`src/common/led_matrix_macros.svh`:
```
/* panel geometry, modulation timing and command opcodes
   MATRIX_DIV must stay >= 3 so fetched pixel data settles before clk_pixel rises
   COLOR_DEPTH must be at least 2 */
`ifndef LED_MATRIX_MACROS_SVH
`define LED_MATRIX_MACROS_SVH

`define MATRIX_COLS         16  // columns per row
`define MATRIX_SCAN_ROWS    8   // rows per half, 1/8 scan

// brightness bits per channel
`define COLOR_DEPTH         2

`define MATRIX_DIV          4   // clk_root cycles per scan tick
`define OE_BASE_TICKS       8   // display ticks of plane 0, doubled per plane

// 8N1 bit period in clk_root cycles
`define UART_TICKS_PER_BIT  16

`define CMD_PIXEL           8'h50  // address byte, then pixel byte
`define CMD_BRIGHTNESS      8'h42  // plane enable mask
`define CMD_COLOR           8'h43  // rgb enable mask

`endif

```
`src/common/led_matrix_pkg.sv`:
```
/* shared vector types and FSM encodings of the HUB75 driver
   pixel layout is {blue, green, red}, COLOR_DEPTH bits each */
package led_matrix_pkg;

    `include "led_matrix_macros.svh"

    typedef logic [3*`COLOR_DEPTH-1:0] pixel_t;   // [1:0] red, [3:2] green, [5:4] blue
    typedef logic [3:0]                col_addr_t;
    typedef logic [2:0]                row_addr_t;
    typedef logic [6:0]                scan_addr_t; // {row, column}

    // {half, row, column}, half 0 is the top
    typedef logic [7:0]                fb_addr_t;

    typedef logic [`COLOR_DEPTH-1:0]   brightness_level_t;
    typedef logic [2:0]                rgb_t;       // [0] red, [1] green, [2] blue

    typedef enum logic [2:0] {
        cmd_idle,
        cmd_pixel_addr,
        cmd_pixel_data,
        cmd_bright_arg,
        cmd_color_arg
    } cmd_state_t;

    typedef enum logic [1:0] {
        scan_shift,
        scan_latch,
        scan_display
    } scan_state_t;

endpackage

```
`src/control/command_decoder.sv`:
```
/* byte-stream command parser; unknown opcodes are dropped
   no back-pressure, the next byte is always the pending command's operand */
`timescale 1ns/1ps
`include "led_matrix_macros.svh"

module command_decoder (
    input  logic                              clk_root,
    input  logic                              rst_n,
    input  logic [7:0]                        rx_data,
    input  logic                              rx_valid,
    output led_matrix_pkg::fb_addr_t          write_address,
    output led_matrix_pkg::pixel_t            write_data,
    output logic                              write_enable,
    output led_matrix_pkg::rgb_t              rgb_enable,
    output led_matrix_pkg::brightness_level_t brightness_enable
);
    localparam int pixel_w = $bits(led_matrix_pkg::pixel_t);

    led_matrix_pkg::cmd_state_t state;

    always_ff @(posedge clk_root or negedge rst_n) begin
        if (!rst_n) begin
            state             <= led_matrix_pkg::cmd_idle;
            write_enable      <= 1'b0;
            rgb_enable        <= '1;  // all channels shown
            brightness_enable <= '1;
        end else begin
            write_enable <= 1'b0;
            if (rx_valid) begin
                case (state)
                    led_matrix_pkg::cmd_idle: begin
                        case (rx_data)
                            `CMD_PIXEL:      state <= led_matrix_pkg::cmd_pixel_addr;
                            `CMD_BRIGHTNESS: state <= led_matrix_pkg::cmd_bright_arg;
                            `CMD_COLOR:      state <= led_matrix_pkg::cmd_color_arg;
                            default:         state <= led_matrix_pkg::cmd_idle;
                        endcase
                    end
                    led_matrix_pkg::cmd_pixel_addr: begin
                        state <= led_matrix_pkg::cmd_pixel_data;
                    end
                    led_matrix_pkg::cmd_pixel_data: begin
                        write_enable <= 1'b1;
                        state        <= led_matrix_pkg::cmd_idle;
                    end
                    led_matrix_pkg::cmd_bright_arg: begin
                        brightness_enable <= rx_data[`COLOR_DEPTH-1:0];
                        state             <= led_matrix_pkg::cmd_idle;
                    end
                    led_matrix_pkg::cmd_color_arg: begin
                        rgb_enable <= rx_data[2:0];
                        state      <= led_matrix_pkg::cmd_idle;
                    end
                    default: state <= led_matrix_pkg::cmd_idle;
                endcase
            end
        end
    end

    // operands of a pixel write
    always_ff @(posedge clk_root) begin
        if (rx_valid && state == led_matrix_pkg::cmd_pixel_addr) begin
            write_address <= rx_data;
        end
        if (rx_valid && state == led_matrix_pkg::cmd_pixel_data) begin
            write_data <= rx_data[pixel_w-1:0];  // top bits of the byte unused
        end
    end

    write_after_byte: assert property (
        @(posedge clk_root) disable iff (!rst_n) write_enable |-> $past(rx_valid)
    );

endmodule

```
`src/rtl/framebuffer_ram.sv`:
```
/* one bank per panel half, written by fb_addr_t, read as a pair
   registered read, one cycle latency; contents undefined after power-up */
`timescale 1ns/1ps
`include "led_matrix_macros.svh"

module framebuffer_ram (
    input  logic                       clk_root,
    input  led_matrix_pkg::fb_addr_t   write_address,
    input  led_matrix_pkg::pixel_t     write_data,
    input  logic                       write_enable,
    input  led_matrix_pkg::scan_addr_t read_address,
    output led_matrix_pkg::pixel_t     read_top,
    output led_matrix_pkg::pixel_t     read_bottom
);
    localparam int half_depth = `MATRIX_SCAN_ROWS * `MATRIX_COLS;

    led_matrix_pkg::pixel_t mem [2][half_depth];  // [0] top, [1] bottom

    always_ff @(posedge clk_root) begin
        if (write_enable) begin
            mem[write_address[7]][write_address[6:0]] <= write_data;  // msb picks the half
        end
        read_top    <= mem[0][read_address];
        read_bottom <= mem[1][read_address];
    end

endmodule

```
`src/rtl/led_matrix_top.sv`:
```
/* HUB75 16x16 1/8-scan driver fed by an 8N1 command stream on serial_in
   output_enable_n is active low; all logic runs on clk_root */
`timescale 1ns/1ps

module led_matrix_top (
    input  logic                      clk_root,
    input  logic                      rst_n,
    input  logic                      serial_in,
    output led_matrix_pkg::rgb_t      rgb_top,
    output led_matrix_pkg::rgb_t      rgb_bottom,
    output led_matrix_pkg::row_addr_t row_address,
    output logic                      clk_pixel,
    output logic                      row_latch,
    output logic                      output_enable_n
);
    logic [7:0]                        rx_data;
    logic                              rx_valid;
    led_matrix_pkg::fb_addr_t          write_address;
    led_matrix_pkg::pixel_t            write_data;
    logic                              write_enable;
    led_matrix_pkg::rgb_t              rgb_enable;
    led_matrix_pkg::brightness_level_t brightness_enable;

    // scan side
    led_matrix_pkg::col_addr_t         column_address;
    led_matrix_pkg::row_addr_t         shift_row;
    logic                              pixel_load_start;
    led_matrix_pkg::brightness_level_t brightness_mask;
    led_matrix_pkg::scan_addr_t        read_address;
    led_matrix_pkg::pixel_t            read_top;
    led_matrix_pkg::pixel_t            read_bottom;

    uart_rx u_uart_rx (
        .clk_root (clk_root),
        .rst_n    (rst_n),
        .serial_in(serial_in),
        .rx_data  (rx_data),
        .rx_valid (rx_valid)
    );

    command_decoder u_command_decoder (
        .clk_root         (clk_root),
        .rst_n            (rst_n),
        .rx_data          (rx_data),
        .rx_valid         (rx_valid),
        .write_address    (write_address),
        .write_data       (write_data),
        .write_enable     (write_enable),
        .rgb_enable       (rgb_enable),
        .brightness_enable(brightness_enable)
    );

    framebuffer_ram u_framebuffer_ram (
        .clk_root     (clk_root),
        .write_address(write_address),
        .write_data   (write_data),
        .write_enable (write_enable),
        .read_address (read_address),
        .read_top     (read_top),
        .read_bottom  (read_bottom)
    );

    framebuffer_fetch u_framebuffer_fetch (
        .clk_root         (clk_root),
        .rst_n            (rst_n),
        .column_address   (column_address),
        .shift_row        (shift_row),
        .pixel_load_start (pixel_load_start),
        .brightness_mask  (brightness_mask),
        .rgb_enable       (rgb_enable),
        .brightness_enable(brightness_enable),
        .read_address     (read_address),
        .read_top         (read_top),
        .read_bottom      (read_bottom),
        .rgb_top          (rgb_top),
        .rgb_bottom       (rgb_bottom)
    );

    matrix_scan u_matrix_scan (
        .clk_root        (clk_root),
        .rst_n           (rst_n),
        .column_address  (column_address),
        .shift_row       (shift_row),
        .pixel_load_start(pixel_load_start),
        .brightness_mask (brightness_mask),
        .row_address     (row_address),
        .clk_pixel       (clk_pixel),
        .row_latch       (row_latch),
        .output_enable_n (output_enable_n)
    );

endmodule

```
`src/rtl/uart_rx.sv`:
```
/* 8N1 receiver, LSB first, sampled at mid-bit
   a frame with a low stop bit is dropped; a new start needs a falling edge */
`timescale 1ns/1ps
`include "led_matrix_macros.svh"

module uart_rx (
    input  logic       clk_root,
    input  logic       rst_n,
    input  logic       serial_in,
    output logic [7:0] rx_data,
    output logic       rx_valid
);
    localparam int tick_w = $clog2(`UART_TICKS_PER_BIT);

    logic [2:0]        sync_q;      // [1] synchronized line, [2] its previous value
    logic              busy;
    logic [3:0]        bit_cnt;     // 0 start, 1..8 data, 9 stop
    logic [tick_w-1:0] tick_cnt;
    logic              sample;

    assign sample = busy && (tick_cnt == '0);

    always_ff @(posedge clk_root or negedge rst_n) begin
        if (!rst_n) begin
            sync_q   <= '1;  // line idles high
            busy     <= 1'b0;
            bit_cnt  <= '0;
            tick_cnt <= '0;
            rx_valid <= 1'b0;
        end else begin
            sync_q   <= {sync_q[1:0], serial_in};
            rx_valid <= 1'b0;
            if (!busy) begin
                if (sync_q[2] && !sync_q[1]) begin
                    busy     <= 1'b1;
                    bit_cnt  <= '0;
                    tick_cnt <= tick_w'(`UART_TICKS_PER_BIT / 2 - 1); // half a bit to mid start
                end
            end else if (sample) begin
                tick_cnt <= tick_w'(`UART_TICKS_PER_BIT - 1);
                bit_cnt  <= bit_cnt + 4'd1;
                if (bit_cnt == 4'd0 && sync_q[1]) begin
                    busy <= 1'b0;  // glitch, not a start bit
                end else if (bit_cnt == 4'd9) begin
                    busy     <= 1'b0;
                    rx_valid <= sync_q[1];  // framing error gives no strobe
                end
            end else begin
                tick_cnt <= tick_cnt - 1'b1;
            end
        end
    end

    // shift register doubles as the output byte
    always_ff @(posedge clk_root) begin
        if (sample && bit_cnt >= 4'd1 && bit_cnt <= 4'd8) begin
            rx_data <= {sync_q[1], rx_data[7:1]};
        end
    end

    rx_valid_single: assert property (
        @(posedge clk_root) disable iff (!rst_n) rx_valid |=> !rx_valid
    );

endmodule

```
`src/scan/framebuffer_fetch.sv`:
```
/* reads the top/bottom pixel pair of one column and keeps the current plane bit
   rgb_top/rgb_bottom change 2 cycles after pixel_load_start, then hold */
`timescale 1ns/1ps
`include "led_matrix_macros.svh"

module framebuffer_fetch (
    input  logic                              clk_root,
    input  logic                              rst_n,
    input  led_matrix_pkg::col_addr_t         column_address,
    input  led_matrix_pkg::row_addr_t         shift_row,
    input  logic                              pixel_load_start,
    input  led_matrix_pkg::brightness_level_t brightness_mask,
    input  led_matrix_pkg::rgb_t              rgb_enable,
    input  led_matrix_pkg::brightness_level_t brightness_enable,
    output led_matrix_pkg::scan_addr_t        read_address,
    input  led_matrix_pkg::pixel_t            read_top,
    input  led_matrix_pkg::pixel_t            read_bottom,
    output led_matrix_pkg::rgb_t              rgb_top,
    output led_matrix_pkg::rgb_t              rgb_bottom
);
    logic [1:0] load_pipe;  // [0] address issued, [1] ram data valid
    logic       plane_on;

    assign plane_on = |(brightness_enable & brightness_mask);

    // pick the masked plane bit of each channel
    function automatic led_matrix_pkg::rgb_t plane_bits(input led_matrix_pkg::pixel_t pix);
        led_matrix_pkg::rgb_t bits;
        for (int ch = 0; ch < 3; ch++) begin
            bits[ch] = |(pix[ch*`COLOR_DEPTH +: `COLOR_DEPTH] & brightness_mask);
        end
        return bits & rgb_enable & {3{plane_on}};
    endfunction

    always_ff @(posedge clk_root) begin
        if (pixel_load_start) begin
            read_address <= {shift_row, column_address};
        end
    end

    always_ff @(posedge clk_root or negedge rst_n) begin
        if (!rst_n) begin
            load_pipe  <= '0;
            rgb_top    <= '0;
            rgb_bottom <= '0;
        end else begin
            load_pipe <= {load_pipe[0], pixel_load_start};
            if (load_pipe[1]) begin
                rgb_top    <= plane_bits(read_top);
                rgb_bottom <= plane_bits(read_bottom);
            end
        end
    end

endmodule

```
`src/scan/matrix_scan.sv`:
```
/* shift, latch, display per row and bit-plane, all stepped on a clk_root/MATRIX_DIV tick
   panel stays blanked while a row shifts in; plane b is shown OE_BASE_TICKS << b ticks */
`timescale 1ns/1ps
`include "led_matrix_macros.svh"

module matrix_scan (
    input  logic                              clk_root,
    input  logic                              rst_n,
    output led_matrix_pkg::col_addr_t         column_address,
    output led_matrix_pkg::row_addr_t         shift_row,
    output logic                              pixel_load_start,
    output led_matrix_pkg::brightness_level_t brightness_mask,
    output led_matrix_pkg::row_addr_t         row_address,
    output logic                              clk_pixel,
    output logic                              row_latch,
    output logic                              output_enable_n
);
    localparam int div_w = $clog2(`MATRIX_DIV);
    localparam int oe_w  = $clog2(`OE_BASE_TICKS << (`COLOR_DEPTH - 1));

    led_matrix_pkg::scan_state_t state;

    logic [div_w-1:0] div_cnt;
    logic             tick;
    logic             phase;       // 0 loads a column, 1 raises clk_pixel
    logic [1:0]       latch_step;
    logic [oe_w-1:0]  oe_cnt;
    logic             last_col;
    logic             last_row;

    assign tick     = (div_cnt == div_w'(`MATRIX_DIV - 1));
    assign last_col = (column_address == led_matrix_pkg::col_addr_t'(`MATRIX_COLS - 1));
    assign last_row = (shift_row == led_matrix_pkg::row_addr_t'(`MATRIX_SCAN_ROWS - 1));

    // fetch starts in the tick cycle, clk_pixel rises a full tick later
    assign pixel_load_start = tick && (state == led_matrix_pkg::scan_shift) && !phase;

    always_ff @(posedge clk_root or negedge rst_n) begin
        if (!rst_n) begin
            div_cnt <= '0;
        end else begin
            div_cnt <= tick ? '0 : div_cnt + 1'b1;
        end
    end

    always_ff @(posedge clk_root or negedge rst_n) begin
        if (!rst_n) begin
            state           <= led_matrix_pkg::scan_shift;
            phase           <= 1'b0;
            latch_step      <= '0;
            oe_cnt          <= '0;
            column_address  <= '0;
            shift_row       <= '0;
            brightness_mask <= led_matrix_pkg::brightness_level_t'(1);  // plane 0 first
            row_address     <= '0;
            clk_pixel       <= 1'b0;
            row_latch       <= 1'b0;
            output_enable_n <= 1'b1;
        end else if (tick) begin
            case (state)
                led_matrix_pkg::scan_shift: begin
                    phase <= !phase;
                    if (!phase) begin
                        clk_pixel <= 1'b0;
                    end else begin
                        clk_pixel      <= 1'b1;
                        column_address <= last_col ? '0 : column_address + 1'b1;
                        if (last_col) begin
                            state <= led_matrix_pkg::scan_latch;
                        end
                    end
                end
                led_matrix_pkg::scan_latch: begin
                    latch_step <= latch_step + 2'd1;
                    case (latch_step)
                        2'd0: begin
                            clk_pixel   <= 1'b0;
                            row_address <= shift_row;
                        end
                        2'd1: row_latch <= 1'b1;
                        default: begin
                            row_latch       <= 1'b0;
                            output_enable_n <= 1'b0;
                            latch_step      <= '0;
                            oe_cnt <= oe_w'(`OE_BASE_TICKS * brightness_mask - 1);  // mask is 2^b
                            state  <= led_matrix_pkg::scan_display;
                        end
                    endcase
                end
                default: begin
                    if (oe_cnt == '0) begin
                        output_enable_n <= 1'b1;
                        state           <= led_matrix_pkg::scan_shift;
                        brightness_mask <= {brightness_mask[`COLOR_DEPTH-2:0],
                                            brightness_mask[`COLOR_DEPTH-1]};
                        if (brightness_mask[`COLOR_DEPTH-1]) begin  // last plane of the row
                            shift_row <= last_row ? '0 : shift_row + 1'b1;
                        end
                    end else begin
                        oe_cnt <= oe_cnt - 1'b1;
                    end
                end
            endcase
        end
    end

    latch_blanked: assert property (
        @(posedge clk_root) disable iff (!rst_n) row_latch |-> output_enable_n
    );

endmodule

```
`config.mk`:
```
export PLATFORM = sky130hd
export DESIGN_NAME = led_matrix_top
export DESIGN_NICKNAME = d
export VERILOG_FILES = /design/src/common/led_matrix_pkg.sv /design/src/control/command_decoder.sv /design/src/rtl/framebuffer_ram.sv /design/src/rtl/led_matrix_top.sv /design/src/rtl/uart_rx.sv /design/src/scan/framebuffer_fetch.sv /design/src/scan/matrix_scan.sv
export VERILOG_INCLUDE_DIRS = /design/src /design/src/common
export SDC_FILE = /design/constraint.sdc
export NUM_CORES = 2
export LEC_CHECK = 0
export ABC_CLOCK_PERIOD_IN_PS = 5100
export BUFFER_PORTS_ARGS = -buffer_cell sky130_fd_sc_hd__buf_2
export CAP_MARGIN = 20
export CORE_MARGIN = 4
export CORE_UTILIZATION = 60
export CTS_BUF_LIST = sky130_fd_sc_hd__clkbuf_4
export CTS_CLUSTER_DIAMETER = 40
export CTS_CLUSTER_SIZE = 28
export DETAILED_ROUTE_END_ITERATION = 6
export PLACE_DENSITY_LB_ADDON = 0.12
export REMOVE_ABC_BUFFERS = 1
export SKIP_LAST_GASP = 1
export SLEW_MARGIN = 5
export SYNTH_ARGS = -nofsm -noshare
export SYNTH_HDL_FRONTEND = slang
export SYNTH_SLANG_ARGS = --single-unit
```
`constraint.sdc`:
```
create_clock -name clk_root -period 5.1 [get_ports clk_root]
set_clock_uncertainty 0.1 [all_clocks]
set_input_delay 0.255 -clock clk_root [delete_from_list [all_inputs] [get_ports clk_root]]
set_output_delay 0.255 -clock clk_root [all_outputs]
set_load 0.005 [all_outputs]
```
==> flow_summary_export.csv <==
group,metric,value,unit
status,status,"completed",
pwr,p_int,18200,uW
timing,rsz0062_at_grt,"no",
layout,fillers,6662,
detailed_routing,ant_nets,0,
clock_tree,cts_tree,"done",
yosys,yosysSeqAreaShare,0.769,
worst_hold_path,hp-class,"in2reg",
clock_tree,path_clk_slew,0.14,ns
clock_tree,clock_path_buffers,3,
grt,grt_usage,0.253,
yosys,synthCells,2804,
floorplanning,initial_core_util,0.608,
pwr,combPwrFrac,0.006,
pwr,max-vdd-ir-drop,0.000267,V
pwr,power_density,336,nW/um^2
yosys,async_flop_share,0.0343,
clock_tree,cts-root-buf,"clkbuf_4",
detailed_routing,vias,29000,
worst_hold_path,hold_end,"u_uart_rx.sync_q[0]$_DFF_PN1_",
floorplanning,die_w,333,um
worst_hold_path,worstHoldStart,"serial_in",
layout,final_common_cell,"edfxtp_1",
pwr,p_seq_frac,0.633,
layout,final_util,0.656,
timing,relSlewSlack,0.234,
layout,final_cell_mix,"edfxtp_1 (1565), mux4_2 (504), nor2_1 (269), clkbuf_4 (184), dfrtp_1 (46)",
worst_setup_path,path_class,"reg2reg",
timing,fmax,255,MHz
timing,worst_pin_slew,1.15,ns
timing,drv_slew,0,
worst_setup_path,reg2reg_from,"u_framebuffer_fetch.read_address[0]$_DFFE_PP_",
detailed_routing,drt-total-wl,137000,um
placed_design,gp_congestion,0.801,
worst_setup_path,r2r-end,"u_framebuffer_ram.read_bottom[0]$_DFF_P_",
worst_setup_path,path_max_fanout,61,
layout,design_area,68300,um^2
worst_setup_path,crit_required,6.03,ns
pwr,clkPwrFrac,0.361,
detailed_routing,drt_iter0_drc,3513,
pwr,switchingPower,4750,uW
yosys,synth_area_leaders,"edfxtp_1 (74%), mux4_2 (18%), dfrtp_1 (1.8%)",
timing,final-setup-viol-count,0,
detailed_routing,firstDrtPassIters,5,
clock_tree,cts.sinks,1633,
worst_setup_path,cp.arrival,4.85,ns
grt,grt_overflow,0,
clock_tree,cts_buffers,168,
yosys,syn_area_per_cell,22.6,um^2
yosys,yosysUniqueCellTypes,50,
floorplanning,row_count,118,
pwr,p_leak,0.0210,uW
clock_tree,clock_latency,1.17,ns
timing,hold_violations,0,
placed_design,dp.final_hpwl,80700,um
grt,grt_antenna_before_repair,3,
placed_design,place_area,65100,um^2
layout,nets,2911,
worst_setup_path,critPathCaptureType,"flip-flop",
floorplanning,dieArea,111000,um^2
yosys,synth_flop_cell,"edfxtp_1",
worst_setup_path,cp-start-kind,"flip-flop",
flow_run,maxCapViolations,0,
yosys,yosysTopAreaCell,"edfxtp_1",
clock_tree,cts_htree_levels,4,
detailed_routing,wl_per_cell,31.0,um
yosys,synth_area,63300,um^2
floorplanning,fp.dieH,333,um
layout,drive_gt1_frac,0.304,
grt,grt_start_max_net_pins,233,
yosys,synth_edf_count,1565,
yosys,ys_warn_count,0,
worst_setup_path,ff2ff_setup_slack,1.18,ns
timing,period_share,0.769,
pwr,swShare,0.207,
floorplanning,placeableCoreArea,104000,um^2
placed_design,port_buffers,14,
yosys,yosys_register_bits,1633,
timing,tns,0,ns
layout,syn2layout_area_growth,7.95,%
detailed_routing,drc,0,
worst_hold_path,hold-path-cell-count,3,
clock_tree,post_cts_buffers,0,
grt,grt_pass1_wl,203000,um
worst_setup_path,ff2ff_path_depth,5,
detailed_routing,drt-vias-per-instance,6.55,
floorplanning,pin_count,15,
timing,period_needed,3.92,ns
yosys,synth_top_area_frac,0.743,
grt,grt_pass1_vias,29800,
timing,hold-worst-slack,0.205,ns
-- repair_timing --
item,4_1_cts,5_1_grt
resized for setup,0,0
hold buffers,4,0
hold endpoints to repair,57,0
-- Yosys cell counts (4+ instances only) --
master,n
edfxtp_1,1565
mux4_2,504
nor2_1,269
clkbuf_1,95
dfrtp_1,46
nand2_1,43
buf_2,36
mux2_2,25
buf_1,21
inv_1,20
nand3_1,18
dfxtp_1,12
ha_1,11
a21oi_1,10
dfstp_2,10
nor2b_1,9
nor3_1,9
nand4_1,8
o21ai_0,8
o22ai_1,8
a22oi_1,7
nand2b_1,6
buf_4,5
a31oi_1,4
buf_6,4
nand3b_1,4
nor4_1,4
xor2_1,4
-- worst max-delay path by stage --
stage                                                   from                                  endpoint  slack, ns
2_1_floorplan  u_framebuffer_fetch.read_address[0]$_DFFE_PP_  u_framebuffer_ram.read_bottom[0]$_DFF_P_     -11.67
3_5_place_dp   u_framebuffer_fetch.read_address[0]$_DFFE_PP_  u_framebuffer_ram.read_bottom[0]$_DFF_P_       1.21
5_1_grt        u_framebuffer_fetch.read_address[0]$_DFFE_PP_  u_framebuffer_ram.read_bottom[0]$_DFF_P_       1.10
3_3_place_gp   u_framebuffer_fetch.read_address[0]$_DFFE_PP_  u_framebuffer_ram.read_bottom[0]$_DFF_P_       1.21
6_report       u_framebuffer_fetch.read_address[0]$_DFFE_PP_  u_framebuffer_ram.read_bottom[0]$_DFF_P_       1.18
4_1_cts        u_framebuffer_fetch.read_address[0]$_DFFE_PP_  u_framebuffer_ram.read_bottom[0]$_DFF_P_       1.18
-- cell type report --
class                           instances  area, um^2  area share
Tap cell                             1380        1730      0.0253
Timing Repair Buffer                   84         862      0.0126
Clock buffer                          183        1370      0.0201
Inverter                               20        75.1     0.00110
Sequential cell                      1633       48600       0.712
Clock inverter                        130        1740      0.0255
Multi-Input combinational cell        990       13900       0.203
Antenna cell                            8        20.0    0.000293
-- registers in the layout (all words and copies together), names as in the netlist, 6 cells and up --
name	count
u_command_decoder.write_address	8
u_command_decoder.write_data	6
u_framebuffer_fetch.read_address	7
u_framebuffer_ram.mem	1536
u_framebuffer_ram.read_bottom	6
u_framebuffer_ram.read_top	6
u_uart_rx.rx_data	8
-- layer usage --
layer / vias up / part of all wire / track usage
met5: - / 0.000095 / 0
met4: 2 / 0.033 / 0.0857
met3: 254 / 0.083 / 0.0573
met2: 1366 / 0.50 / 0.406
met1: 15400 / 0.38 / 0.351
li1: 12000 / - / -
-- worst max-delay path: stages (launching register included) --
cell and delay [ns]:
edfxtp_1 1.06, buf_12 0.51, mux4_2 0.59, mux4_2 0.57, mux4_2 0.64, mux2_2 0.30
-- power groups by stage --
| stage | Sequential, uW | Combinational (uW) | Clock [uW] |
|---|---|---|---|
| 6_report | 14500 | 128 | 8290 |
| 5_1_grt | 14500 | 146 | 9030 |
| 2_1_floorplan | 14800 | 90.8 | 0 |
| 4_1_cts | 14500 | 128 | 8440 |
| 3_3_place_gp | 14800 | 109 | 0 |
| 3_5_place_dp | 14800 | 124 | 0 |
-- cell families after synthesis --
family / share of synthesized area
compound gates: 0.00526
xor+xnor: 0.000969
fa+ha+maj: 0.00218
buf+inv: 0.0122
flops: 0.769
mux: 0.184
simple gates: 0.0263
-- through the flow --
stage          std cells  worst slack [ns]  power, uW
2_1_floorplan       2643            -11.67      14900
3_3_place_gp        4097              1.21      14900
3_5_place_dp        4100              1.21      15000
4_1_cts             4417              1.18      23100
5_1_grt             4427              1.10      23700
6_report            4428              1.18      23000
Note: power is estimated with default switching activity, not from simulation.
